`config.mk`:
```
export PLATFORM = sky130hd
export DESIGN_NAME = packet_buffer
export DESIGN_NICKNAME = d
export VERILOG_FILES = /design/src/verilog/pq_pkg.sv /design/src/verilog/packet_buffer.sv
export VERILOG_INCLUDE_DIRS = /design/src /design/src/verilog
export SDC_FILE = /design/constraint.sdc
export NUM_CORES = 2
export LEC_CHECK = 0
export ABC_AREA = 1
export BUFFER_PORTS_ARGS = -buffer_cell sky130_fd_sc_hd__buf_2
export CAP_MARGIN = 0
export CORE_UTILIZATION = 40
export CTS_CLUSTER_SIZE = 24
export DETAILED_ROUTE_END_ITERATION = 12
export PLACE_DENSITY_LB_ADDON = 0.15
export RECOVER_POWER = 50
export SYNTH_ARGS = -nofsm -noshare
export SYNTH_HDL_FRONTEND = slang
export SYNTH_SLANG_ARGS = --single-unit
```
`constraint.sdc`:
```
create_clock -name clk -period 4.4 [get_ports clk]
set_input_delay 0.88 -clock clk [delete_from_list [all_inputs] [get_ports clk]]
set_output_delay 0.88 -clock clk [all_outputs]
set_load 0.02 [all_outputs]
```
`src/verilog/pq_defines.svh`:
```
// packet queue sizes
// buffer count, word widths, buffer depth and length widths

`ifndef PQ_DEFINES_SVH
`define PQ_DEFINES_SVH

// number of packet buffers
`define PQ_N_BUF	2

`define PQ_DATA_W	64
`define PQ_WORD_W	32

// 64-bit words per buffer
`define PQ_DEPTH	32
// processor address, bit 0 picks the half word
`define PQ_ADDR_W	6
`define PQ_LEN_W	6

`endif

```
`src/verilog/pq_pkg.sv`:
```
// packet queue shared types
// buffer and arbiter states, buffer index

`default_nettype none

`include "pq_defines.svh"

package pq_pkg;

	// life of one packet buffer
	typedef enum logic [1:0] {
		BUF_EMPTY = 2'd0,
		BUF_FILL  = 2'd1,
		BUF_PROC  = 2'd2,
		BUF_DRAIN = 2'd3
	} buf_state_t;

	typedef enum logic {
		ARB_SCAN = 1'b0,
		ARB_PROC = 1'b1
	} arb_state_t;

	typedef logic [$clog2(`PQ_N_BUF)-1:0] buf_idx_t;

endpackage

`default_nettype wire

```
`src/verilog/packet_buffer.sv`:
```
// packet buffer
// holds one packet from fill through processor access to drain

`timescale 1ns/1ps
`default_nettype none

`include "pq_defines.svh"

module packet_buffer
	import pq_pkg::*;
(
	input  logic			clk,
	input  logic			reset,
	// fill from the input side
	input  logic			fill_start,
	input  logic			fill_wr,
	input  logic			fill_end,
	input  logic [`PQ_DATA_W-1:0]	fill_data,
	output logic			empty,
	// processor port
	output logic			proc_need,
	input  logic			proc_sel,
	input  logic			proc_we,
	input  logic			proc_wr_len,
	input  logic			proc_done,
	input  logic [`PQ_ADDR_W-1:0]	proc_addr,
	input  logic [`PQ_WORD_W-1:0]	proc_wdata,
	input  logic [`PQ_LEN_W-1:0]	proc_len,
	output logic [`PQ_WORD_W-1:0]	proc_rdata,
	// drain to the output side
	input  logic			drain_go,
	input  logic			out_rdy,
	output logic			drain_need,
	output logic			drain_wr,
	output logic			drain_bop,
	output logic			drain_eop,
	output logic [`PQ_DATA_W-1:0]	drain_data
);

	localparam int WIDX_W = `PQ_ADDR_W - 1;
	localparam logic [`PQ_LEN_W-1:0] MAX_LEN = `PQ_LEN_W'(`PQ_DEPTH);

	buf_state_t state;
	logic [`PQ_DATA_W-1:0] mem [`PQ_DEPTH];
	// words held, then the length set by the processor
	logic [`PQ_LEN_W-1:0] len;
	logic [`PQ_LEN_W-1:0] rd_ptr;
	logic fill_take;
	logic proc_access;
	logic [WIDX_W-1:0] proc_widx;
	logic [`PQ_DATA_W-1:0] proc_word;

	assign empty = (state == BUF_EMPTY);
	assign proc_need = (state == BUF_PROC);
	assign drain_need = (state == BUF_DRAIN);

	// words past the end of the buffer are dropped
	assign fill_take = (state == BUF_FILL) && fill_wr && (len < MAX_LEN);
	assign proc_access = proc_sel && (state == BUF_PROC);
	assign proc_widx = proc_addr[`PQ_ADDR_W-1:1];

	always_ff @(posedge clk) begin
		if (fill_take) begin
			mem[len[WIDX_W-1:0]] <= fill_data;
		end else if (proc_access && proc_we) begin
			// patch one half of a stored word
			if (proc_addr[0]) begin
				mem[proc_widx][`PQ_DATA_W-1:`PQ_WORD_W] <= proc_wdata;
			end else begin
				mem[proc_widx][`PQ_WORD_W-1:0] <= proc_wdata;
			end
		end
	end

	// read path, no latency
	assign proc_word = mem[proc_widx];

	always_comb begin
		proc_rdata = '0;
		if (proc_sel) begin
			if (proc_addr[0]) begin
				proc_rdata = proc_word[`PQ_DATA_W-1:`PQ_WORD_W];
			end else begin
				proc_rdata = proc_word[`PQ_WORD_W-1:0];
			end
		end
	end

	// one word per cycle while the sink is ready
	assign drain_data = mem[rd_ptr[WIDX_W-1:0]];
	assign drain_wr = (state == BUF_DRAIN) && drain_go && out_rdy;
	assign drain_bop = drain_wr && (rd_ptr == '0);
	// a zero length still sends a single word
	assign drain_eop = drain_wr && ((rd_ptr + 1'b1) >= len);

	always_ff @(posedge clk) begin
		if (reset) begin
			state <= BUF_EMPTY;
			len <= '0;
			rd_ptr <= '0;
		end else begin
			case (state)
				BUF_EMPTY: begin
					if (fill_start) begin
						state <= BUF_FILL;
						len <= '0;
					end
				end
				BUF_FILL: begin
					if (fill_take) begin
						len <= len + 1'b1;
					end
					if (fill_end) begin
						state <= BUF_PROC;
					end
				end
				BUF_PROC: begin
					if (proc_access && proc_wr_len) begin
						if (proc_len > MAX_LEN) begin
							len <= MAX_LEN;
						end else begin
							len <= proc_len;
						end
					end
					if (proc_access && proc_done) begin
						state <= BUF_DRAIN;
						rd_ptr <= '0;
					end
				end
				BUF_DRAIN: begin
					if (drain_eop) begin
						state <= BUF_EMPTY;
					end else if (drain_wr) begin
						rd_ptr <= rd_ptr + 1'b1;
					end
				end
				default: begin
					state <= BUF_EMPTY;
				end
			endcase
		end
	end

endmodule

`default_nettype wire

```
==> impl_results.md <==
* Failing checks: negative setup slack
* WL/cell at 29.60 um
* Synthesized Nets at 11,230
* Hold Path End: len[1]
* Hold Path Class: primary input to register
* Initial Util at 40.30%
* Post-layout min period at 4.451 ns
* DR top layer: met5
* Synth warnings at 0
* Post-synthesis sequential area ratio at 60.31%
* Max Cap Viol at 0
* Nets@finish at 11,230
* CTS Buf Count at 228
* Crit path arrival time at 3.57 ns
* # setup viols final at 1
* PnR worst setup slack at -0.05144 ns
* Pin count of the biggest net entering global routing at 123
* Via count of the routed design at 91,770
* Met1 WL at 164,100 um
* Met3 routed WL at 49,420 um
* Yosys reg bits at 2,067
* CP startpoint kind: register
* Asr flop ratio synth at 0%
* Routed met2 length at 193,800 um
* PwrDens at 478.1 nW/um2
* Outcome: finished, violations left
* Routability Congestion at slightly below 0.9
* Worst Tran Pin Value at around 1.4 ns
* Detailed placement HPWL at 234,400 um
* Post-synth EDFFs at between 2,000 and 2,500
* Hold Path Stages at 2
* Num ports at 221
* Synth area leaders: edfxtp_1 (60%), nand2_1 (11%), nand3_1 (9.8%)
* Fillers at 23,730
* Die Wd at 508.5 um
* Clock Path Buffers at 3
* Hold Vio Cnt, Final at 0
* Root Driver: clkbuf_16
* Worst reg2reg path startpoint: state[0]
* FF-to-FF path depth at 13
* CTS tree: done
* Area of the core at around 250,000 um2
* DRT iter0 DRCs at 12,980
* Port bufs at 220
* Pins Over Slew Limit at 0
* GRT Residual Overflow at 0
* Antenna viol nets, final at 0
* Vias in the first global route at between 80,000 and 90,000
* Synth Flop Type: edfxtp_1
* Final Skew at between 0.05 and 0.06 ns
* VDD IR-drop max at 0.4097 mV
* Worst Setup End Kind: primary output
* H-tree depth at 4
* Max transition margin at under 10%
* Antenna violations before repair at 20
* Worst R2R End: mem[17][22]
* Pleak at ~43 nW
* R2R setup slack at 0.09 ns
* Number of library cell types mapped by synthesis at 39
* Share of cells above drive strength 1 at a little under a tenth
* Area fraction of the dominant cell type after synthesis at 59.94%
* Synthesized area per cell at 9.249 um2
* Total track usage at around a third
* Hold WS at between 0.3 and 0.4 ns
* Fmax at roughly 220 MHz
* Placed Area at ~110,000 um2
* Die height at around 500 um
* CP Data Required Time at approximately 3.5 ns
* Final period util at 101.2%
* Vias per cell at approximately 6.3
* Rows at 185
* CP Cell Sequence: inv_16, buf_12, o21ai_0, o221ai_1, a21oi_1, o21ai_1, buf_2
* Dominant cell type by area after synthesis: edfxtp_1
* Clock-pin slew on the worst setup and hold paths at approximately 0.06 ns
* Worst skew pair latency at 0.92 ns
* Mapped Cells at 11,090
* Critical setup path kind: register to primary output
* Slowest CP cell: o21ai_1
* Total power draw at 55.62 mW
* Core Util, Final at 45.69%
* Routed WL at between 400,000 and 500,000 um
* First-pass GRT wire length at 611,200 um
* DRC at 0
* Drt pass-1 iters at 11
* CP peak stage delay at 0.51 ns
* Cts-stage hold buffer count at 0
* Hold path start: reset
* RSZ-0062 raised after global routing: true
* Crit Path Max Fanout at 69
* Mapped cell area at between 100,000 and 150,000 um2
* DIE AREA at 258,500 um2
* Num Clock Sinks at 2,067
* Final instance area at 116,300 um2
* Area delta synth->final at 13.39%
==> flip-flops by register name (all words and copies together) (netlist names), named ones only <==
| signal | flops |
|---|---|
| mem | 2048 |
| state | 2 |
| rd_ptr | 6 |
| len | 6 |
==> worst max-delay path by stage <==
stage	slack [ns]	to	startpoint
finish	-0.05	drain_data[33]	register
global route	-0.05	drain_data[39]	register
CTS	-0.002	drain_data[21]	register
detailed placement	0.16	proc_rdata[21]	proc_addr[1]
global placement	0.07	proc_rdata[29]	proc_addr[1]
floorplan	-0.16	mem[13][0]	proc_sel
==> synth_stat cells, types with 26 or more instances <==
cell / instances
nand2_1: 3013
o221ai_1: 72
nor3_1: 39
a21oi_1: 120
buf_1: 96
buf_2: 419
o22ai_1: 448
nor2_1: 1137
nor3_2: 26
inv_1: 39
clkbuf_1: 357
edfxtp_1: 2048
o21ai_1: 64
o21ai_0: 1088
buf_4: 26
nand3_1: 2001
==> routing by layer <==
layer / vias to the layer above / track usage, %
li1: 39300 / -
met1: 44570 / 42.60
met2: 6526 / 50.98
met3: 1363 / 6.280
met4: 16 / 18.21
met5: - / 0
==> cell usage in the layout, fill, tap and decap left out, drive strengths merged, types with 60 or more instances in the layout <==
cell type	n
edfxtp	2048
inv	60
nand3	2002
nor3	65
o21ai	1157
buf	573
clkbuf	390
clkinv	124
nor2	1140
o22ai	448
nand2	3027
a21oi	120
o221ai	72
==> cells by family after synthesis <==
logic type	share of synthesized area [%]
flip-flops	60.31
AND/OR/NAND/NOR	25.56
XOR/XNOR	0.03415
AO/OA/AOI/OAI	9.711
buffers and inverters	4.213
adder cells (fa/ha/maj)	0.1707
==> area by class of cell <==
| cell class | count | area (um2) | share of cell area (%) |
|---|---|---|---|
| multi-input cells | 8064 | 36440 | 31.32 |
| clock buffers | 278 | 5914 | 5.083 |
| repair buffers | 685 | 6282 | 5.400 |
| clock inverters | 149 | 1271 | 1.093 |
| inverters | 54 | 289.0 | 0.2484 |
| flip-flops and latches | 2067 | 61900 | 53.20 |
| repair inverters | 1 | 20.02 | 0.01721 |
| diodes | 8 | 20.02 | 0.01721 |
| well taps | 3366 | 4212 | 3.620 |
==> critical path: cells and delay by family (launching register included) <==
kind	cells	cell delay (ns)
buffers and inverters	3	0.97
flip-flops	1	0.46
AO/OA/AOI/OAI	4	0.97
==> power by group <==
group          leakage (nW)  internal, mW  switching, mW  total (mW)
clock                  3.54          10.5           8.29        18.8
sequential             18.6          22.4          0.192        22.6
combinational          20.5          3.84           10.5        14.3
total                  42.7          36.7           18.9        55.6
==> timing repair <==
item,4_1_cts,5_1_grt
setup endpoints to repair,37,26
endpoints found under the hold margin,0,0
gates cloned,1,3
setup buffers,5,0
resized for setup,4,34
==> stage by stage <==
step                      setup TNS [ns]  instances  worst slack [ns]
after floorplan                  -121.20      11090           -0.1633
after CTS                      -0.002096      14660         -0.002096
after global routing             -0.1112      14670          -0.04697
final                           -0.05144      14670          -0.05144
after global placement                 0      14230           0.06808
after detailed placement               0      14230            0.1632
Power figures use the tool's default switching activity.
