==> config.mk <==
export PLATFORM = sky130hd
export DESIGN_NAME = out_merge
export DESIGN_NICKNAME = d
export VERILOG_FILES = /design/src/verilog/pq_pkg.sv /design/src/verilog/out_merge.sv
export VERILOG_INCLUDE_DIRS = /design/src /design/src/verilog
export SDC_FILE = /design/constraint.sdc
export NUM_CORES = 1
export LEC_CHECK = 0
export ABC_AREA = 1
export BUFFER_PORTS_ARGS = -buffer_cell sky130_fd_sc_hd__clkbuf_2
export CELL_PAD_IN_SITES_DETAIL_PLACEMENT = 1
export CELL_PAD_IN_SITES_GLOBAL_PLACEMENT = 1
export CORE_MARGIN = 4
export CORE_UTILIZATION = 13
export CTS_CLUSTER_SIZE = 25
export DETAILED_ROUTE_END_ITERATION = 7
export PLACE_DENSITY_LB_ADDON = 0.1
export SKIP_LAST_GASP = 1
export SLEW_MARGIN = 30
export SYNTH_ARGS = -nofsm -noshare
export SYNTH_HDL_FRONTEND = slang
export SYNTH_SLANG_ARGS = --single-unit
==> constraint.sdc <==
create_clock -name clk -period 2.3 [get_ports clk]
set_clock_uncertainty 0.05 [all_clocks]
set_input_delay 0.46 -clock clk [delete_from_list [all_inputs] [get_ports clk]]
set_output_delay 0.46 -clock clk [all_outputs]
set_load 0.02 [all_outputs]
==> src/verilog/pq_defines.svh <==
// packet queue sizes
// buffer count, word widths, buffer depth and length widths

`ifndef PQ_DEFINES_SVH
`define PQ_DEFINES_SVH

// number of packet buffers
`define PQ_N_BUF	2

`define PQ_DATA_W	64
`define PQ_WORD_W	32

// 64-bit words per buffer
`define PQ_DEPTH	32
// processor address, bit 0 picks the half word
`define PQ_ADDR_W	6
`define PQ_LEN_W	6

`endif

==> src/verilog/pq_pkg.sv <==
// packet queue shared types
// buffer and arbiter states, buffer index

`default_nettype none

`include "pq_defines.svh"

package pq_pkg;

	// life of one packet buffer
	typedef enum logic [1:0] {
		BUF_EMPTY = 2'd0,
		BUF_FILL  = 2'd1,
		BUF_PROC  = 2'd2,
		BUF_DRAIN = 2'd3
	} buf_state_t;

	typedef enum logic {
		ARB_SCAN = 1'b0,
		ARB_PROC = 1'b1
	} arb_state_t;

	typedef logic [$clog2(`PQ_N_BUF)-1:0] buf_idx_t;

endpackage

`default_nettype wire

==> src/verilog/out_merge.sv <==
// output merger
// picks the next draining buffer round robin and muxes its stream out

`timescale 1ns/1ps
`default_nettype none

`include "pq_defines.svh"

module out_merge
	import pq_pkg::*;
(
	input  logic					clk,
	input  logic					reset,
	input  logic [`PQ_N_BUF-1:0]			drain_need,
	input  logic [`PQ_N_BUF-1:0]			drain_wr,
	input  logic [`PQ_N_BUF-1:0]			drain_bop,
	input  logic [`PQ_N_BUF-1:0]			drain_eop,
	input  logic [`PQ_N_BUF-1:0][`PQ_DATA_W-1:0]	drain_data,
	input  logic					out_ack,
	output logic					out_req,
	output logic [`PQ_N_BUF-1:0]			drain_go,
	output logic					out_wr,
	output logic					out_bop,
	output logic					out_eop,
	output logic [`PQ_DATA_W-1:0]			out_data
);

	logic busy;
	logic found;
	buf_idx_t sel;
	buf_idx_t last;
	buf_idx_t pick;
	buf_idx_t cand;

	// nearest waiting buffer after the last one served
	always_comb begin
		pick = last;
		found = 1'b0;
		cand = last;
		for (int k = `PQ_N_BUF; k >= 1; k--) begin
			cand = buf_idx_t'((int'(last) + k) % `PQ_N_BUF);
			if (drain_need[cand]) begin
				pick = cand;
				found = 1'b1;
			end
		end
	end

	always_ff @(posedge clk) begin
		if (reset) begin
			busy <= 1'b0;
			out_req <= 1'b0;
			sel <= '0;
			last <= buf_idx_t'(`PQ_N_BUF - 1);
		end else if (!busy) begin
			if (found) begin
				busy <= 1'b1;
				out_req <= 1'b1;
				sel <= pick;
			end
		end else if (out_req) begin
			if (out_ack) begin
				out_req <= 1'b0;
			end
		end else if (out_eop) begin
			// buffer empties on this same edge
			busy <= 1'b0;
			last <= sel;
		end
	end

	always_comb begin
		for (int i = 0; i < `PQ_N_BUF; i++) begin
			drain_go[i] = busy && !out_req && (sel == buf_idx_t'(i));
		end
	end

	assign out_wr = busy && drain_wr[sel];
	assign out_bop = busy && drain_bop[sel];
	assign out_eop = busy && drain_eop[sel];
	assign out_data = drain_data[sel];

endmodule

`default_nettype wire

==> impl_metrics.ini, run 1 <==
[placed_design]
gp_congestion = 0.814
port_buffers = 208
pre_cts_slack_ns = 0.533
dp_hpwl_mm = 5.85

[yosys]
synth_area_per_cell_um2 = 4.35
synth_top_cell_area_share = 0.705
synth_compound_area_frac = 0.0333
yosysWarnings = 0
synth_top_cell_by_area = nand2_1
yosysMostFrequentCell = nand2_1
ys_ff_latch = 4
synth_xor_area_frac = 0
syn_area_um2 = 1050
synth_adder_area_share = 0
synth_ff_type = dfxtp_1
synthCells = 242
async_flop_share = 0
synth_top_family_by_area = simple AND/OR/NAND/NOR gates
synth_simple_gate_area_frac = 0.771
synth_top_cells_by_area = nand2_1 (71%), dfxtp_1 (7.6%), buf_6 (5.3%)
synth_nets = 381
ys_types = 15
muxShareOfSynthArea = 0
synthTopCellsByCount = nand2_1 (198), buf_2 (9), nor2_1 (6)
yosysSeqAreaShare = 0.0760
synth_edf_count = 0

[worst_hold_path]
hold_path_depth = 2
hold_path_end = out_req$_SDFFE_PP0P_
hp-class = in2reg
min_from = reset

[routing]
routed_wl_mm = 6.78
route.detailed.drc = 0
antenna_left = 0
drt_first_pass_iters = 4
wl_per_cell_um = 12.5
vias_per_cell = 3.98
vias = 2163
dr.first_iter.drc_count = 36

[grt]
grt_usage = 0.135
grt_max_degree = 71
grt_pass1_wl_mm = 10.8
overflow = 0
grt_pass1_vias = 2180
antenna_found_initial = 0

[timing]
worst_pin_slew_ns = 0.457
report.final.slew_viol_count = 0
setup_viol = 0
period_share = 0.845
tns_ns = 0
clock.fmax_mhz = 514
maxSlewHeadroom = 0.695
final-hold-violation-count = 0
rsz0062_at_grt = false
finalCriticalPeriod_ns = 1.94
layout_setup_ws_ns = 0.356

[pwr]
power_density_nw_per_um2 = 361
ir_drop_v = 0.000175
leakage_nw = 1.56
fin_total_pwr_uw = 795

[critical_path]
end_kind = primary output
r2r_cells = 6
cp.required_ns = 1.79
cp-start-kind = register
r2r_setup_slack_ns = 1.05
path_max_fanout = 43
worstPathArrival_ns = 1.43
worst-setup-path-type = reg2out
reg2reg_from = sel$_SDFFE_PP0P_
rr_endpoint = last$_SDFFE_PP1P_

[floorplanning]
core_um2 = 7810
dieArea_um2 = 9610
initial_core_util = 0.135
die_x_um = 98.0
io_pins = 209
die_h_um = 98.0
core.rowCount = 32

[layout]
drive_gt1_frac = 0.494
syn2layout_area_growth_pct = 109
final_nets = 582
diodes = 0
fillCellCount = 1140

[clock_tree]
clockRootBuffer = clkbuf_8
cts_resized = 0
postCtsSetupBuffers = 0
cts.sinks = 4
clk_pin_slew_ns = 0.03
hold_buffers = 0
cts_made_buffers = 3
clkLatencyLatePin_ns = 0.21
cts_buffer_depth = 2
htree_levels = 1
cts_tree = built

[job]
cap_violations = 0

[outcome]
status = finished, final reports clean
-- flip-flops by register name, summed over array words and instances (netlist names) --
signal   flops
out_req      1
busy         1
last         1
sel          1
-- stage by stage --
stage                     instance area, um^2  std cells   util  hold WS [ns]
after floorplan                          1050        242      -         0.390
after global placement                   2160        540  0.277         0.418
after detailed placement                 2160        540  0.277         0.444
after CTS                                2200        543  0.282         0.409
after global routing                     2200        543  0.282         0.432
final                                    2200        543  0.282         0.410
-- layer usage --
| layer | up-vias | global-route usage | wire (um) |
|---|---|---|---|
| li1 | 1122 | - | - |
| met4 | 0 | 0.0192 | 61 |
| met5 | - | 0 | 0 |
| met2 | 88 | 0.283 | 4000 |
| met3 | 4 | 0.0243 | 474 |
| met1 | 949 | 0.138 | 2240 |
-- kinds of logic after synthesis --
logic type	count (synthesis)
compound gates	7
buf+inv	19
flops	4
simple gates	212
-- cells in the final DEF (no fill, tap or decap) --
cell / synthesis / routed
buf_12: 0 / 2
a21oi_1: 4 / 4
clkbuf_8: 0 / 3
nor2_1: 6 / 6
inv_1: 3 / 3
nor3_1: 2 / 2
dfxtp_1: 4 / 3
buf_4: 1 / 1
nand2_2: 2 / 2
clkbuf_2: 0 / 208
nand2_1: 198 / 198
nand4_1: 1 / 1
nand3b_1: 1 / 1
nand3_1: 2 / 2
dfxtp_2: 0 / 1
o21ai_0: 3 / 3
inv_4: 1 / 1
-- worst max-delay path, cell delays in order (launching register included) --
cell      delay (ns)
dfxtp_2         0.33
inv_4           0.35
buf_4           0.25
nand2_1         0.06
nand2_1         0.06
clkbuf_2        0.16
-- power breakdown --
part | leakage, nW | total, mW | internal [mW] | switching (mW)
clock network | 0.0216 | 0.145 | 0.111 | 0.0333
registers | 0.0336 | 0.0842 | 0.0764 | 0.00783
logic | 1.50 | 0.566 | 0.219 | 0.347
-- cell type report --
type                       count  area, um^2  share of cell area
timing repair buffer         211        1090               0.494
multi-input combinational    219         847               0.384
tap                          102         128              0.0579
sequential                     4        81.3              0.0369
clock buffer                   3        41.3              0.0187
inverter                       4        17.5             0.00795
-- worst max-delay path by stage --
stage	from	endpoint	slack, ns
4_1_cts	sel$_SDFFE_PP0P_	out_data[0]	0.30
2_1_floorplan	sel$_SDFFE_PP0P_	drain_go[1]	0.70
3_3_place_gp	sel$_SDFFE_PP0P_	out_data[18]	0.55
6_report	sel$_SDFFE_PP0P_	out_data[18]	0.36
3_5_place_dp	sel$_SDFFE_PP0P_	out_data[0]	0.53
5_1_grt	sel$_SDFFE_PP0P_	out_data[0]	0.22
(Power assumes the default switching activity.)
==> inputs of run 2 (changes only) <==
--- a/config.mk
+++ b/config.mk
@@ -6,12 +6,12 @@
 export SDC_FILE = /design/constraint.sdc
 export NUM_CORES = 1
 export LEC_CHECK = 0
-export ABC_AREA = 1
+export ABC_AREA = 0
 export BUFFER_PORTS_ARGS = -buffer_cell sky130_fd_sc_hd__clkbuf_2
 export CELL_PAD_IN_SITES_DETAIL_PLACEMENT = 1
 export CELL_PAD_IN_SITES_GLOBAL_PLACEMENT = 1
 export CORE_MARGIN = 4
-export CORE_UTILIZATION = 13
+export CORE_UTILIZATION = 14
 export CTS_CLUSTER_SIZE = 25
 export DETAILED_ROUTE_END_ITERATION = 7
 export PLACE_DENSITY_LB_ADDON = 0.1
==> constraint.sdc (replaced) <==
create_clock -name clk -period 1.8 [get_ports clk]
set_clock_uncertainty 0.05 [all_clocks]
set_input_delay 0.36 -clock clk [delete_from_list [all_inputs] [get_ports clk]]
set_output_delay 0.36 -clock clk [all_outputs]
set_load 0.02 [all_outputs]
==> run 2 against run 1 <==
Flip-flop and latch count unchanged. Via count down 25%. Core utilization up 2.4 points. Critical path type unchanged.
==> impl_metrics.ini, run 2 <==
[grt]
grt_pass1_vias = 1580
grt_usage = 0.109
grt_pass1_wl_mm = 7.82
overflow = 0
antenna_found_initial = 0
grt_max_degree = 41

[job]
cap_violations = 0

[pwr]
leakage_nw = 1.24
fin_total_pwr_uw = 992
ir_drop_v = 0.000335
power_density_nw_per_um2 = 444

[clock_tree]
clk_pin_slew_ns = 0.03
clockRootBuffer = clkbuf_8
cts_buffer_depth = 2
cts.sinks = 4
cts_made_buffers = 3
clkLatencyLatePin_ns = 0.21
cts_tree = built
postCtsSetupBuffers = 0
htree_levels = 1

[placed_design]
dp_hpwl_mm = 5.40
gp_congestion = 0.707
port_buffers = 208

[floorplanning]
core_um2 = 7290
io_pins = 209
core.rowCount = 31
dieArea_um2 = 9010
die_h_um = 94.9
die_x_um = 94.9
initial_core_util = 0.145

[critical_path]
cp-start-kind = register
worst-setup-path-type = reg2out
end_kind = primary output
r2r_setup_slack_ns = 0.59
worstPathArrival_ns = 1.37
cp.required_ns = 1.39
path_max_fanout = 32

[yosys]
synthCells = 102
yosysWarnings = 0
synth_ff_type = dfxtp_1
synth_top_cell_area_share = 0.682
synth_edf_count = 0
synth_area_per_cell_um2 = 10.4
ys_types = 16
synth_top_cell_by_area = mux2_2
syn_area_um2 = 1060
ys_ff_latch = 4
synth_simple_gate_area_frac = 0.0592
yosysMostFrequentCell = mux2_2
synth_adder_area_share = 0
muxShareOfSynthArea = 0.710
synth_nets = 241
synthTopCellsByCount = mux2_2 (64), clkbuf_8 (7), nor2_1 (5)
synth_top_family_by_area = multiplexers
async_flop_share = 0
synth_top_cells_by_area = mux2_2 (68%), clkbuf_8 (9.1%), dfxtp_1 (7.6%)
synth_compound_area_frac = 0.0426
synth_xor_area_frac = 0
yosysSeqAreaShare = 0.0757

[routing]
routed_wl_mm = 6.06
vias_per_cell = 3.97
antenna_left = 0
drt_first_pass_iters = 4
wl_per_cell_um = 14.9
route.detailed.drc = 0
vias = 1618
dr.first_iter.drc_count = 5

[layout]
fin_util = 0.307
syn2layout_area_growth_pct = 111
diodes = 0
mostFrequentLayoutCell = clkbuf_2
final_nets = 450
fillCellCount = 939
final_cell_mix = clkbuf_2 (208), mux2_2 (64), nor2_1 (5)
drive_gt1_frac = 0.906

[timing]
final-hold-violation-count = 0
setup_viol = 0
maxSlewHeadroom = 0.812
worst_pin_slew_ns = 0.281
report.final.slew_viol_count = 0
period_share = 0.991
hold_ws_ns = 0.310
finalCriticalPeriod_ns = 1.78
rsz0062_at_grt = true
clock.fmax_mhz = 561

[outcome]
status = finished, final reports clean

[worst_hold_path]
hp-class = in2reg
run 2: worst max-delay path, stage by stage, from the launching register on:
cell and delay [ns]:
dfxtp_4 0.40, buf_12 0.21, mux2_2 0.37, clkbuf_2 0.16
run 2: logic make-up (layout without fill, tap and decap cells):
family                 after synthesis  after routing
DFF                                  4              4
AOI/OAI and AO/OA                    7              7
and+or+nand+nor                     13             13
muxes                               67             67
buffers and inverters               11            218
run 2: through the flow:
step / TNS [ns] / cells / cell area, um^2 / worst slack [ns]
floorplan: 0 / 102 / 1060 / 0.383
global placement: 0 / 403 / 2160 / 0.234
detailed placement: 0 / 403 / 2160 / 0.238
CTS: 0 / 406 / 2200 / 0.00597
global route: -0.188 / 408 / 2240 / -0.0198
finish: 0 / 408 / 2240 / 0.0167
run 2: final timing paths:
path / depth (start not counted) / end / start
setup / recovery: 3 / out_data[2] / sel$_SDFFE_PP0P_
hold / removal: 2 / sel$_SDFFE_PP0P_ / reset
setup reg to reg: 4 / busy$_SDFF_PP0_ / sel$_SDFFE_PP0P_
hold reg to reg: 2 / out_req$_SDFFE_PP0P_ / out_req$_SDFFE_PP0P_
run 2: where the power goes:
part	total [mW]	switching, mW	internal, mW
sequential	0.109	0.0119	0.0967
combinational	0.699	0.356	0.343
clock	0.184	0.0419	0.142
total	0.992	0.410	0.582
run 2: timing repair:
action | CTS | global route
resized for setup | 0 | 1
hold buffers | 0 | 0
endpoints found under the setup margin | 0 | 30
run 2: layout make-up:
| cell class | instances | area (um^2) | share of cell area |
|---|---|---|---|
| flip-flops and latches | 4 | 83.8 | 0.0375 |
| inverters | 3 | 11.3 | 0.00504 |
| well taps | 99 | 124 | 0.0554 |
| clock buffers | 3 | 41.3 | 0.0185 |
| multi-input cells | 87 | 858 | 0.384 |
| repair buffers | 212 | 1120 | 0.500 |
run 2: per-layer routing:
layer,vias up,routed length (um),GRT usage
li1,792,-,-
met3,0,578,0.0327
met4,0,0,0.00721
met5,-,0,0
met2,89,3360,0.224
met1,737,2120,0.111
