==> config.mk <==
export PLATFORM = sky130hd
export DESIGN_NAME = proc_arbiter
export DESIGN_NICKNAME = d
export VERILOG_FILES = /design/src/verilog/pq_pkg.sv /design/src/verilog/proc_arbiter.sv
export VERILOG_INCLUDE_DIRS = /design/src /design/src/verilog
export SDC_FILE = /design/constraint.sdc
export NUM_CORES = 1
export LEC_CHECK = 0
export BUFFER_PORTS_ARGS = -buffer_cell sky130_fd_sc_hd__buf_2
export CORE_AREA = 3 3 56 58
export DETAILED_ROUTE_END_ITERATION = 10
export DIE_AREA = 0 0 59 61
export PLACE_DENSITY_LB_ADDON = 0.1
export SLEW_MARGIN = 40
export SYNTH_ARGS = -nofsm -noshare
export SYNTH_HDL_FRONTEND = slang
export SYNTH_SLANG_ARGS = --single-unit
==> constraint.sdc <==
create_clock -name clk -period 1.3 [get_ports clk]
set_clock_uncertainty 0.1 [all_clocks]
set_input_delay 0.195 -clock clk [delete_from_list [all_inputs] [get_ports clk]]
set_output_delay 0.195 -clock clk [all_outputs]
set_load 0.01 [all_outputs]
==> src/verilog/pq_defines.svh <==
// packet queue sizes
// buffer count, word widths, buffer depth and length widths

`ifndef PQ_DEFINES_SVH
`define PQ_DEFINES_SVH

// number of packet buffers
`define PQ_N_BUF	2

`define PQ_DATA_W	64
`define PQ_WORD_W	32

// 64-bit words per buffer
`define PQ_DEPTH	32
// processor address, bit 0 picks the half word
`define PQ_ADDR_W	6
`define PQ_LEN_W	6

`endif

==> src/verilog/pq_pkg.sv <==
// packet queue shared types
// buffer and arbiter states, buffer index

`default_nettype none

`include "pq_defines.svh"

package pq_pkg;

	// life of one packet buffer
	typedef enum logic [1:0] {
		BUF_EMPTY = 2'd0,
		BUF_FILL  = 2'd1,
		BUF_PROC  = 2'd2,
		BUF_DRAIN = 2'd3
	} buf_state_t;

	typedef enum logic {
		ARB_SCAN = 1'b0,
		ARB_PROC = 1'b1
	} arb_state_t;

	typedef logic [$clog2(`PQ_N_BUF)-1:0] buf_idx_t;

endpackage

`default_nettype wire

==> src/verilog/proc_arbiter.sv <==
// processor arbiter
// scans the buffers in turn and steers the processor port to the granted one

`timescale 1ns/1ps
`default_nettype none

`include "pq_defines.svh"

module proc_arbiter
	import pq_pkg::*;
(
	input  logic					clk,
	input  logic					reset,
	input  logic [`PQ_N_BUF-1:0]			proc_need,
	input  logic					pq_done,
	input  logic					pq_we,
	input  logic					pq_wr_pkt_len,
	output logic					pq_req,
	output logic [`PQ_N_BUF-1:0]			proc_sel,
	output logic [`PQ_N_BUF-1:0]			proc_we,
	output logic [`PQ_N_BUF-1:0]			proc_wr_len,
	output logic [`PQ_N_BUF-1:0]			proc_done,
	input  logic [`PQ_N_BUF-1:0][`PQ_WORD_W-1:0]	proc_rdata,
	output logic [`PQ_WORD_W-1:0]			pq_data_out
);

	arb_state_t state;
	buf_idx_t cur;

	// one buffer index per cycle until one needs the processor
	always_ff @(posedge clk) begin
		if (reset) begin
			state <= ARB_SCAN;
			cur <= '0;
		end else begin
			case (state)
				ARB_SCAN: begin
					if (proc_need[cur]) begin
						state <= ARB_PROC;
					end else if (cur == buf_idx_t'(`PQ_N_BUF - 1)) begin
						cur <= '0;
					end else begin
						cur <= cur + 1'b1;
					end
				end
				ARB_PROC: begin
					if (pq_done) begin
						state <= ARB_SCAN;
					end
				end
				default: begin
					state <= ARB_SCAN;
				end
			endcase
		end
	end

	assign pq_req = (state == ARB_PROC);

	// strobes reach the granted buffer only
	always_comb begin
		for (int i = 0; i < `PQ_N_BUF; i++) begin
			proc_sel[i] = pq_req && (cur == buf_idx_t'(i));
			proc_we[i] = proc_sel[i] && pq_we;
			proc_wr_len[i] = proc_sel[i] && pq_wr_pkt_len;
			proc_done[i] = proc_sel[i] && pq_done;
		end
	end

	assign pq_data_out = pq_req ? proc_rdata[cur] : '0;

endmodule

`default_nettype wire

==> results of run 1 <==
## worst min path at each step
stage	endpoint	depth (start not counted)	startpoint	slack [ns]
final	cur$_SDFFE_PP0P_	2	reset	0.04
after global routing	cur$_SDFFE_PP0P_	2	reset	0.05
after CTS	cur$_SDFFE_PP0P_	2	reset	0.04
after detailed placement	cur$_SDFFE_PP0P_	2	reset	0.27
after global placement	cur$_SDFFE_PP0P_	2	reset	0.27
after floorplan	cur$_SDFFE_PP0P_	1	reset	0.16
## layer usage
metal,up-vias,part of all wire [%]
met5,-,0
met4,0,0
met3,0,12
li1,530,-
met1,453,32
met2,64,56
## layout make-up
cell class | count | area [sq um]
clock buffers | 3 | 22.5
multi-input cells | 78 | 663
repair buffers | 120 | 669
flip-flops and latches | 2 | 45.0
fillers | 272 | 1270
well taps | 31 | 38.8
## state kept, by name, summed over array words and instances, names as in the netlist
signal / cells
cur: 1
pq_req: 1
## per-stage QoR
stage | hold WS (ns) | instance area, sq um | instances | worst slack [ns] | utilization [%]
2_1_floorplan | 0.164 | 731 | 89 | 0.00590 | -
4_1_cts | 0.0372 | 1410 | 232 | -0.205 | 51.9
3_5_place_dp | 0.275 | 1350 | 229 | -0.0330 | 49.9
5_1_grt | 0.0481 | 1440 | 234 | -0.254 | 53.1
3_3_place_gp | 0.273 | 1350 | 229 | 0.0366 | 49.9
6_report | 0.0438 | 1440 | 234 | -0.192 | 53.1
## kinds of logic (layout without fill, tap and decap cells)
logic type,after synthesis,count (layout)
buf+inv,9,123
compound gates,4,4
simple gates,41,41
mux,33,33
flops,2,2
## layout by cell type, fill, tap and decap left out
cell type / netlist / routed
a21oi_1: 2 / 2
and2_1: 4 / 4
nor2b_2: 0 / 10
and3_1: 3 / 3
o21ai_0: 1 / 1
dfxtp_4: 0 / 1
mux2_2: 1 / 1
clkbuf_4: 0 / 3
or3_1: 1 / 1
nor2b_4: 0 / 1
buf_6: 1 / 3
mux2i_1: 32 / 29
o21a_1: 1 / 1
buf_12: 0 / 2
buf_4: 2 / 4
dfxtp_2: 0 / 1
mux2i_2: 0 / 2
mux2i_4: 0 / 1
buf_2: 1 / 110
buf_8: 0 / 1
nor2b_1: 33 / 22
## repair_timing
| item | 4_1_cts | 5_1_grt |
|---|---|---|
| gates resized for setup | 9 | 3 |
| cloned | 0 | 0 |
| setup endpoints to repair | 40 | 40 |
| hold endpoints to repair | 0 | 0 |
| buffers inserted | 0 | 2 |
## power breakdown
| part | leakage, nW | total [mW] | internal [mW] | switching [mW] |
|---|---|---|---|---|
| registers | 0.0175 | 0.0810 | 0.0691 | 0.0119 |
| clock network | 0.0138 | 0.134 | 0.102 | 0.0321 |
| logic | 0.776 | 0.573 | 0.331 | 0.243 |
==> results.py, run 1 <==
metrics = {
    "synth": {
        "synthSimpleGateAreaFrac_pct": 36.5,
        "yosysTopAreaCellShare_pct": 45.6,
        "async_reset_ff_share_pct": 0,
        "synth_edf_count": 0,
        "yosys.area_share.xor_xnor_pct": 0,
        "synth_adder_area_share_pct": 0,
        "seq_area_frac_synth_pct": 5.70,
        "yosysMostFrequentCell": "nor2b_1",
        "synth_largest_area_cell": "mux2i_1",
        "synth.net_count": 160,
        "syn_inst": 89,
        "synth_top_family_by_area": "multiplexers",
        "synth_mux_area_share_pct": 47.2,
        "synth_compound_area_share_pct": 3.21,
        "synth_area_sq_um": 702,
        "yosysUniqueCellTypes": 15,
        "synthTopCellsByCount": "33 x nor2b_1, 32 x mux2i_1, 4 x and2_1, 4 x clkbuf_1, 3 x and3_1",
        "syn_avg_cell_area_sq_um": 7.89,
        "synth_flop_cell": "dfxtp_1",
        "synthTopCellsByArea": "mux2i_1 46%, nor2b_1 29%, dfxtp_1 5.7%",
        "ys_seq_elements": 2,
        "ys_warn_count": 0,
    },
    "global_route": {
        "use_met1_pct": 10.7,
        "grt_use_met3_pct": 3.83,
        "grt_pass1_wl_um": 3420,
        "busiest_layer": "met2",
        "gr-usage-met2_pct": 25.9,
        "antenna_found_initial": 0,
        "grt_max_degree": 19,
        "grt_pass1_vias": 850,
        "track_usage_pct": 12.1,
        "overflow": 0,
    },
    "sta": {
        "min_period_ns": 1.49,
        "rsz0062_at_grt": "yes",
        "post-route-worst-setup-slack_ns": -0.192,
        "fin_crit_sh_pct": 115,
        "fmax_ghz": 0.670,
        "drv_slew": 0,
        "hold_viol": 0,
        "worstMarginPinSlew_ns": 0.193,
        "slew_headroom_pct": 86.9,
        "setup_viol": 39,
        "setup_tns_ns": -5.28,
    },
    "pwr": {
        "peakVddDrop_uv": 332,
        "p_total_mw": 0.788,
        "p_leak_nw": 0.808,
        "power_density_nw_per_um2": 548,
    },
    "outcome": {
        "violations": "setup timing",
        "status": "finished with violations",
    },
    "drt": {
        "vias": 1047,
        "wl_per_cell_um": 10.9,
        "drt-initial-drc-count": 29,
        "drcViolationCount": 0,
        "vias_per_cell": 4.47,
        "routed_wl_um": 2560,
        "ant_nets": 0,
        "firstDrtPassIters": 4,
    },
    "worst_setup_path": {
        "r2r_cells": 3,
        "endpoint": "pq_data_out[12]",
        "crit_path_start": "cur$_SDFFE_PP0P_",
        "r2r_slack_ns": 0.05,
        "crit_arrival_ns": 1.20,
        "startpoint_type": "register",
        "crit_path_top_delay_cell": "dfxtp_4",
        "cp_data_required_time_ns": 1.00,
        "worst-path-buf-inv": 2,
        "worstSetupEndpointType": "output pin",
        "reg2reg_to": "pq_req$_SDFF_PP0_",
        "critPathMaxStageDelay_ns": 0.38,
        "path_delay_family": "flip-flops",
        "cp.depth": 4,
        "cp_max_fo": 6,
        "crit_chain": "buf_6, mux2i_2, nor2b_2, buf_2",
        "crit_type": "reg2out",
        "worstReg2RegStart": "cur$_SDFFE_PP0P_",
    },
    "placement": {
        "io_buffers": 111,
        "gp_congestion": 0.676,
        "dp_hpwl_um": 2220,
    },
    "die": {
        "ios": 112,
        "die_y_um": 61,
        "row_count": 19,
        "fp.dieW_um": 59,
        "initial_utilization_pct": 25.9,
        "core_sq_um": 2710,
        "die_area_sq_um": 3600,
    },
    "layout": {
        "n_antenna_cell": 0,
        "area_delta_synth_final_pct": 105,
        "nNetsFinal": 276,
        "drive_gt1_share_pct": 69.0,
    },
    "clock_network": {
        "cts_tree": "built",
        "cts_buffer_depth": 2,
        "clock_latency_ns": 0.22,
        "cts_hold_buffers": 0,
        "cts.sinks": 2,
        "cts-buffers-inserted": 3,
        "clkTransAtPathRegs_ns": 0.03,
        "cts_root_buf": "clkbuf_4",
        "cts.htree.levels": 1,
    },
    "hold_path": {
        "hp-class": "in2reg",
    },
    "job": {
        "maxCapViolCount": 0,
    },
}
Note: power is estimated with default switching activity, not from simulation.
==> run 2, diff against run 1 <==
==> constraint.sdc (replaced) <==
create_clock -name clk -period 1.3 [get_ports clk]
set_clock_uncertainty 0.1 [all_clocks]
set_input_delay 0.26 -clock clk [delete_from_list [all_inputs] [get_ports clk]]
set_output_delay 0.26 -clock clk [all_outputs]
set_load 0.01 [all_outputs]
==> results.py, run 2 (synthesis gave the netlist of run 1 again) <==
metrics = {
    "outcome": {
        "status": "finished with violations",
        "violations": "setup timing",
    },
    "clock_network": {
        "cts_tree": "built",
        "clock_latency_ns": 0.22,
        "cts.htree.levels": 1,
        "cts_root_buf": "clkbuf_4",
        "clkTransAtPathRegs_ns": 0.03,
        "cts.sinks": 2,
        "postCtsSetupBuffers": 0,
        "cts_buffer_depth": 2,
        "cts-buffers-inserted": 3,
    },
    "die": {
        "die_y_um": 61,
        "core_sq_um": 2710,
        "die_area_sq_um": 3600,
        "initial_utilization_pct": 25.9,
        "row_count": 19,
        "ios": 112,
        "fp.dieW_um": 59,
    },
    "layout": {
        "area_delta_synth_final_pct": 101,
        "stdcell_area_sq_um": 1410,
        "drive_gt1_share_pct": 69.7,
        "fill_cells": 278,
        "nNetsFinal": 271,
        "layout_commonest_cell": "buf_2",
        "utilization_pct": 52.1,
        "multi_input_area_sq_um": 678,
        "seqCellArea_sq_um": 45.0,
        "layout_common_cells": "111 x buf_2, 26 x mux2i_1, 22 x nor2b_1",
        "n_antenna_cell": 0,
    },
    "sta": {
        "slew_headroom_pct": 88.3,
        "min_period_ns": 1.57,
        "hold_viol": 0,
        "worstMarginPinSlew_ns": 0.171,
        "rsz0062_at_grt": "yes",
        "holdWs_ns": 0.104,
        "fin_crit_sh_pct": 121,
        "setup_viol": 40,
        "drv_slew": 0,
        "post-route-worst-setup-slack_ns": -0.268,
        "fmax_ghz": 0.638,
        "setup_tns_ns": -8.54,
    },
    "placement": {
        "placed_cell_area_sq_um": 1340,
        "dp_hpwl_um": 2180,
        "gp_congestion": 0.692,
        "io_buffers": 111,
    },
    "drt": {
        "drcViolationCount": 0,
        "wl_met1_um": 908,
        "drt-initial-drc-count": 11,
        "dr.max_layer_used": "met4",
        "vias": 1013,
        "wl_per_cell_um": 11.4,
        "ant_nets": 0,
        "met2_length_um": 1400,
        "routed_wl_um": 2620,
        "firstDrtPassIters": 3,
        "wl_met3_um": 305,
        "vias_per_cell": 4.42,
    },
    "worst_setup_path": {
        "crit_chain": "buf_12, mux2i_4, nor2b_2, buf_2",
        "crit_type": "reg2out",
        "critPathMaxStageDelay_ns": 0.36,
        "cp_max_fo": 16,
        "startpoint_type": "register",
        "worst-path-buf-inv": 2,
        "crit_path_top_delay_cell": "dfxtp_4",
        "cp_data_required_time_ns": 0.94,
        "crit_arrival_ns": 1.21,
        "path_delay_family": "flip-flops",
        "worstSetupEndpointType": "output pin",
    },
    "job": {
        "maxCapViolCount": 0,
    },
    "global_route": {
        "grt_pass1_vias": 910,
        "grt_pass1_wl_um": 3680,
        "overflow": 0,
        "track_usage_pct": 13.1,
        "antenna_found_initial": 0,
        "grt_max_degree": 26,
    },
    "pwr": {
        "p_total_mw": 0.776,
        "peakVddDrop_uv": 615,
        "p_leak_nw": 0.782,
        "power_density_nw_per_um2": 550,
    },
    "hold_path": {
        "hp-class": "in2reg",
    },
}
## run 2: cell types whose count changed in the layout (fill, tap and decap cells not counted)
cell and delta:
mux2i_1 -3, buf_6 -2, buf_2 +1, mux2i_4 +1
buf_8 -1, buf_12 +1, buf_4 -4, mux2i_2 +2
nor2b_2 +1, nor2b_4 -1
## run 2: worst reg2reg max path, cell delays in order, from the launching register on
cell and delay [ns]:
dfxtp_4 0.36, buf_12 0.18, mux2_2 0.35, o21a_1 0.16
## run 2: final cells by class
type	instances	share of cell area (%)
clock buffers	3	1.60
multi-input cells	78	48.0
flip-flops and latches	2	3.19
well taps	31	2.75
repair buffers	115	44.4
## run 2: worst paths after layout
| check | cells after the start | slack (ns) | start | end |
|---|---|---|---|---|
| max | 4 | -0.27 | cur$_SDFFE_PP0P_ | pq_data_out[11] |
| max reg2reg | 3 | 0.03 | cur$_SDFFE_PP0P_ | pq_req$_SDFF_PP0_ |
| min reg2reg | 2 | 0.55 | pq_req$_SDFF_PP0_ | pq_req$_SDFF_PP0_ |
| min | 2 | 0.10 | reset | cur$_SDFFE_PP0P_ |
## run 2: what timing repair did
| item | in CTS | in global routing |
|---|---|---|
| gates resized for setup | 2 | 9 |
| hold buffers | 0 | 0 |
| endpoints found under the setup margin | 40 | 41 |
## run 2: power breakdown
part           internal (mW)  leakage (nW)  switching, mW  total [mW]
registers             0.0691        0.0175        0.00855      0.0776
clock network          0.102        0.0138         0.0336       0.135
logic                  0.318         0.750          0.246       0.563
## run 2: per-stage QoR
step                cells  setup slack [ns]
floorplan              89           0.00411
global placement      226          0.000725
detailed placement    226           -0.0195
CTS                   229            -0.253
global route          229            -0.326
finish                229            -0.268
## run 2: layer usage
layer	track usage [%]	vias up
met5	0	-
met2	24.1	59
li1	-	518
met1	13.9	434
met3	4.89	2
met4	3.56	0
==> run 3, diff against run 2 <==
- BUFFER_PORTS_ARGS: -buffer_cell sky130_fd_sc_hd__buf_2 -> -buffer_cell sky130_fd_sc_hd__clkbuf_2
==> results.py, run 3 (synthesis gave the netlist of run 1 again) <==
metrics = {
    "outcome": {
        "status": "finished with violations",
        "violations": "setup timing",
    },
    "global_route": {
        "grt_pass1_vias": 944,
        "overflow": 0,
        "grt_pass1_wl_um": 3570,
        "track_usage_pct": 12.6,
        "antenna_found_initial": 0,
        "grt_max_degree": 26,
    },
    "clock_network": {
        "cts.htree.levels": 1,
        "clkTransAtPathRegs_ns": 0.03,
        "cts-buffers-inserted": 3,
        "cts_buffer_depth": 2,
        "cts.sinks": 2,
        "clock_latency_ns": 0.22,
        "cts_root_buf": "clkbuf_4",
        "cts_tree": "built",
    },
    "drt": {
        "routed_wl_um": 2780,
        "drcViolationCount": 0,
        "ant_nets": 0,
        "vias_per_cell": 4.49,
        "firstDrtPassIters": 2,
        "vias": 1041,
        "drt-initial-drc-count": 16,
        "wl_per_cell_um": 12.0,
    },
    "worst_setup_path": {
        "worstSetupEndpointType": "output pin",
        "worstReg2RegStart": "cur$_SDFFE_PP0P_",
        "crit_path_start": "cur$_SDFFE_PP0P_",
        "crit_arrival_ns": 1.22,
        "r2r_cells": 4,
        "reg2reg_to": "pq_req$_SDFF_PP0_",
        "endpoint": "proc_we[0]",
        "crit_type": "reg2out",
        "cp_data_required_time_ns": 0.94,
        "r2r_slack_ns": -0.07,
        "startpoint_type": "register",
        "cp_max_fo": 8,
    },
    "die": {
        "die_area_sq_um": 3600,
        "ios": 112,
        "core_sq_um": 2710,
        "row_count": 19,
        "initial_utilization_pct": 25.9,
        "die_y_um": 61,
        "fp.dieW_um": 59,
    },
    "placement": {
        "gp_congestion": 0.648,
        "placed_cell_area_sq_um": 1340,
        "dp_hpwl_um": 2210,
        "io_buffers": 111,
    },
    "hold_path": {
        "hp-class": "in2reg",
    },
    "pwr": {
        "peakVddDrop_uv": 418,
        "p_leak_nw": 0.810,
        "clockPowerShare_pct": 16.4,
        "power_frac_comb_pct": 73.5,
        "p_seq_share_pct": 10.1,
        "power_density_nw_per_um2": 548,
        "switching_share_pct": 36.3,
        "p_switching_mw": 0.300,
        "p_int_mw": 0.526,
    },
    "sta": {
        "hold_viol": 0,
        "min_period_ns": 1.58,
        "worstMarginPinSlew_ns": 0.167,
        "fmax_ghz": 0.633,
        "post-route-worst-setup-slack_ns": -0.279,
        "holdWs_ns": 0.108,
        "fin_crit_sh_pct": 121,
        "setup_viol": 42,
        "slew_headroom_pct": 88.5,
        "rsz0062_at_grt": "yes",
        "drv_slew": 0,
    },
    "layout": {
        "layout_commonest_cell": "clkbuf_2",
        "layout_common_cells": "103 x clkbuf_2, 30 x mux2i_1, 22 x nor2b_1",
        "area_delta_synth_final_pct": 115,
        "stdcell_area_sq_um": 1510,
        "n_antenna_cell": 0,
        "fill_cells": 262,
        "nNetsFinal": 274,
        "drive_gt1_share_pct": 70.6,
        "seqCellArea_sq_um": 45.0,
        "multi_input_area_sq_um": 674,
    },
    "job": {
        "maxCapViolCount": 0,
    },
}
==> run 3: worst min path at each step <==
stage               cells after the start          endpoint  startpoint  slack, ns
global route                            2  cur$_SDFFE_PP0P_       reset       0.11
global placement                        2  cur$_SDFFE_PP0P_       reset       0.34
detailed placement                      2  cur$_SDFFE_PP0P_       reset       0.33
floorplan                               1  cur$_SDFFE_PP0P_       reset       0.23
finish                                  2  cur$_SDFFE_PP0P_       reset       0.11
CTS                                     2  cur$_SDFFE_PP0P_       reset       0.09
==> run 3: worst max-delay path, stage by stage (launching register included) <==
cell	delay, ns
dfxtp_4	0.37
clkbuf_16	0.18
nor2b_4	0.16
and2_1	0.15
buf_2	0.13
==> run 3: per-layer routing <==
| layer | part of all wire [%] | vias to the layer above | GRT usage (%) |
|---|---|---|---|
| li1 | - | 525 | - |
| met1 | 34 | 455 | 11.7 |
| met2 | 54 | 59 | 26.0 |
| met3 | 11 | 2 | 3.62 |
| met4 | 0.29 | 0 | 3.88 |
| met5 | 0 | - | 0 |
==> run 3: layout make-up <==
class,count,area share [%]
repair buffers,118,48.3
multi-input cells,78,44.7
flip-flops and latches,2,2.99
well taps,31,2.57
clock buffers,3,1.49
==> run 3: timing repair <==
action,in CTS,in global routing
cloned,1,1
hold buffers,0,0
setup endpoints to repair,40,41
pin swaps,0,4
resized for setup,4,24
setup buffers,0,1
==> run 3: metrics by stage <==
step                      instances  setup WS, ns  util [%]  setup TNS, ns  total power [mW]
final                           232        -0.279      55.7          -8.86             0.827
after global routing            232        -0.320      55.7         -10.91             0.890
after global placement          226      -0.00822      49.5        -0.0148             0.611
after CTS                       230        -0.262      51.6          -9.02             0.788
after floorplan                  89       0.00411         -              0             0.380
after detailed placement        226       -0.0352      49.5         -0.238             0.622
==> run 3: power groups by stage <==
stage               combinational, mW  sequential [mW]  clock (mW)
floorplan                       0.306           0.0741           0
global placement                0.534           0.0774           0
detailed placement              0.544           0.0777           0
CTS                             0.565           0.0815       0.142
global route                    0.661           0.0846       0.145
finish                          0.608           0.0833       0.136
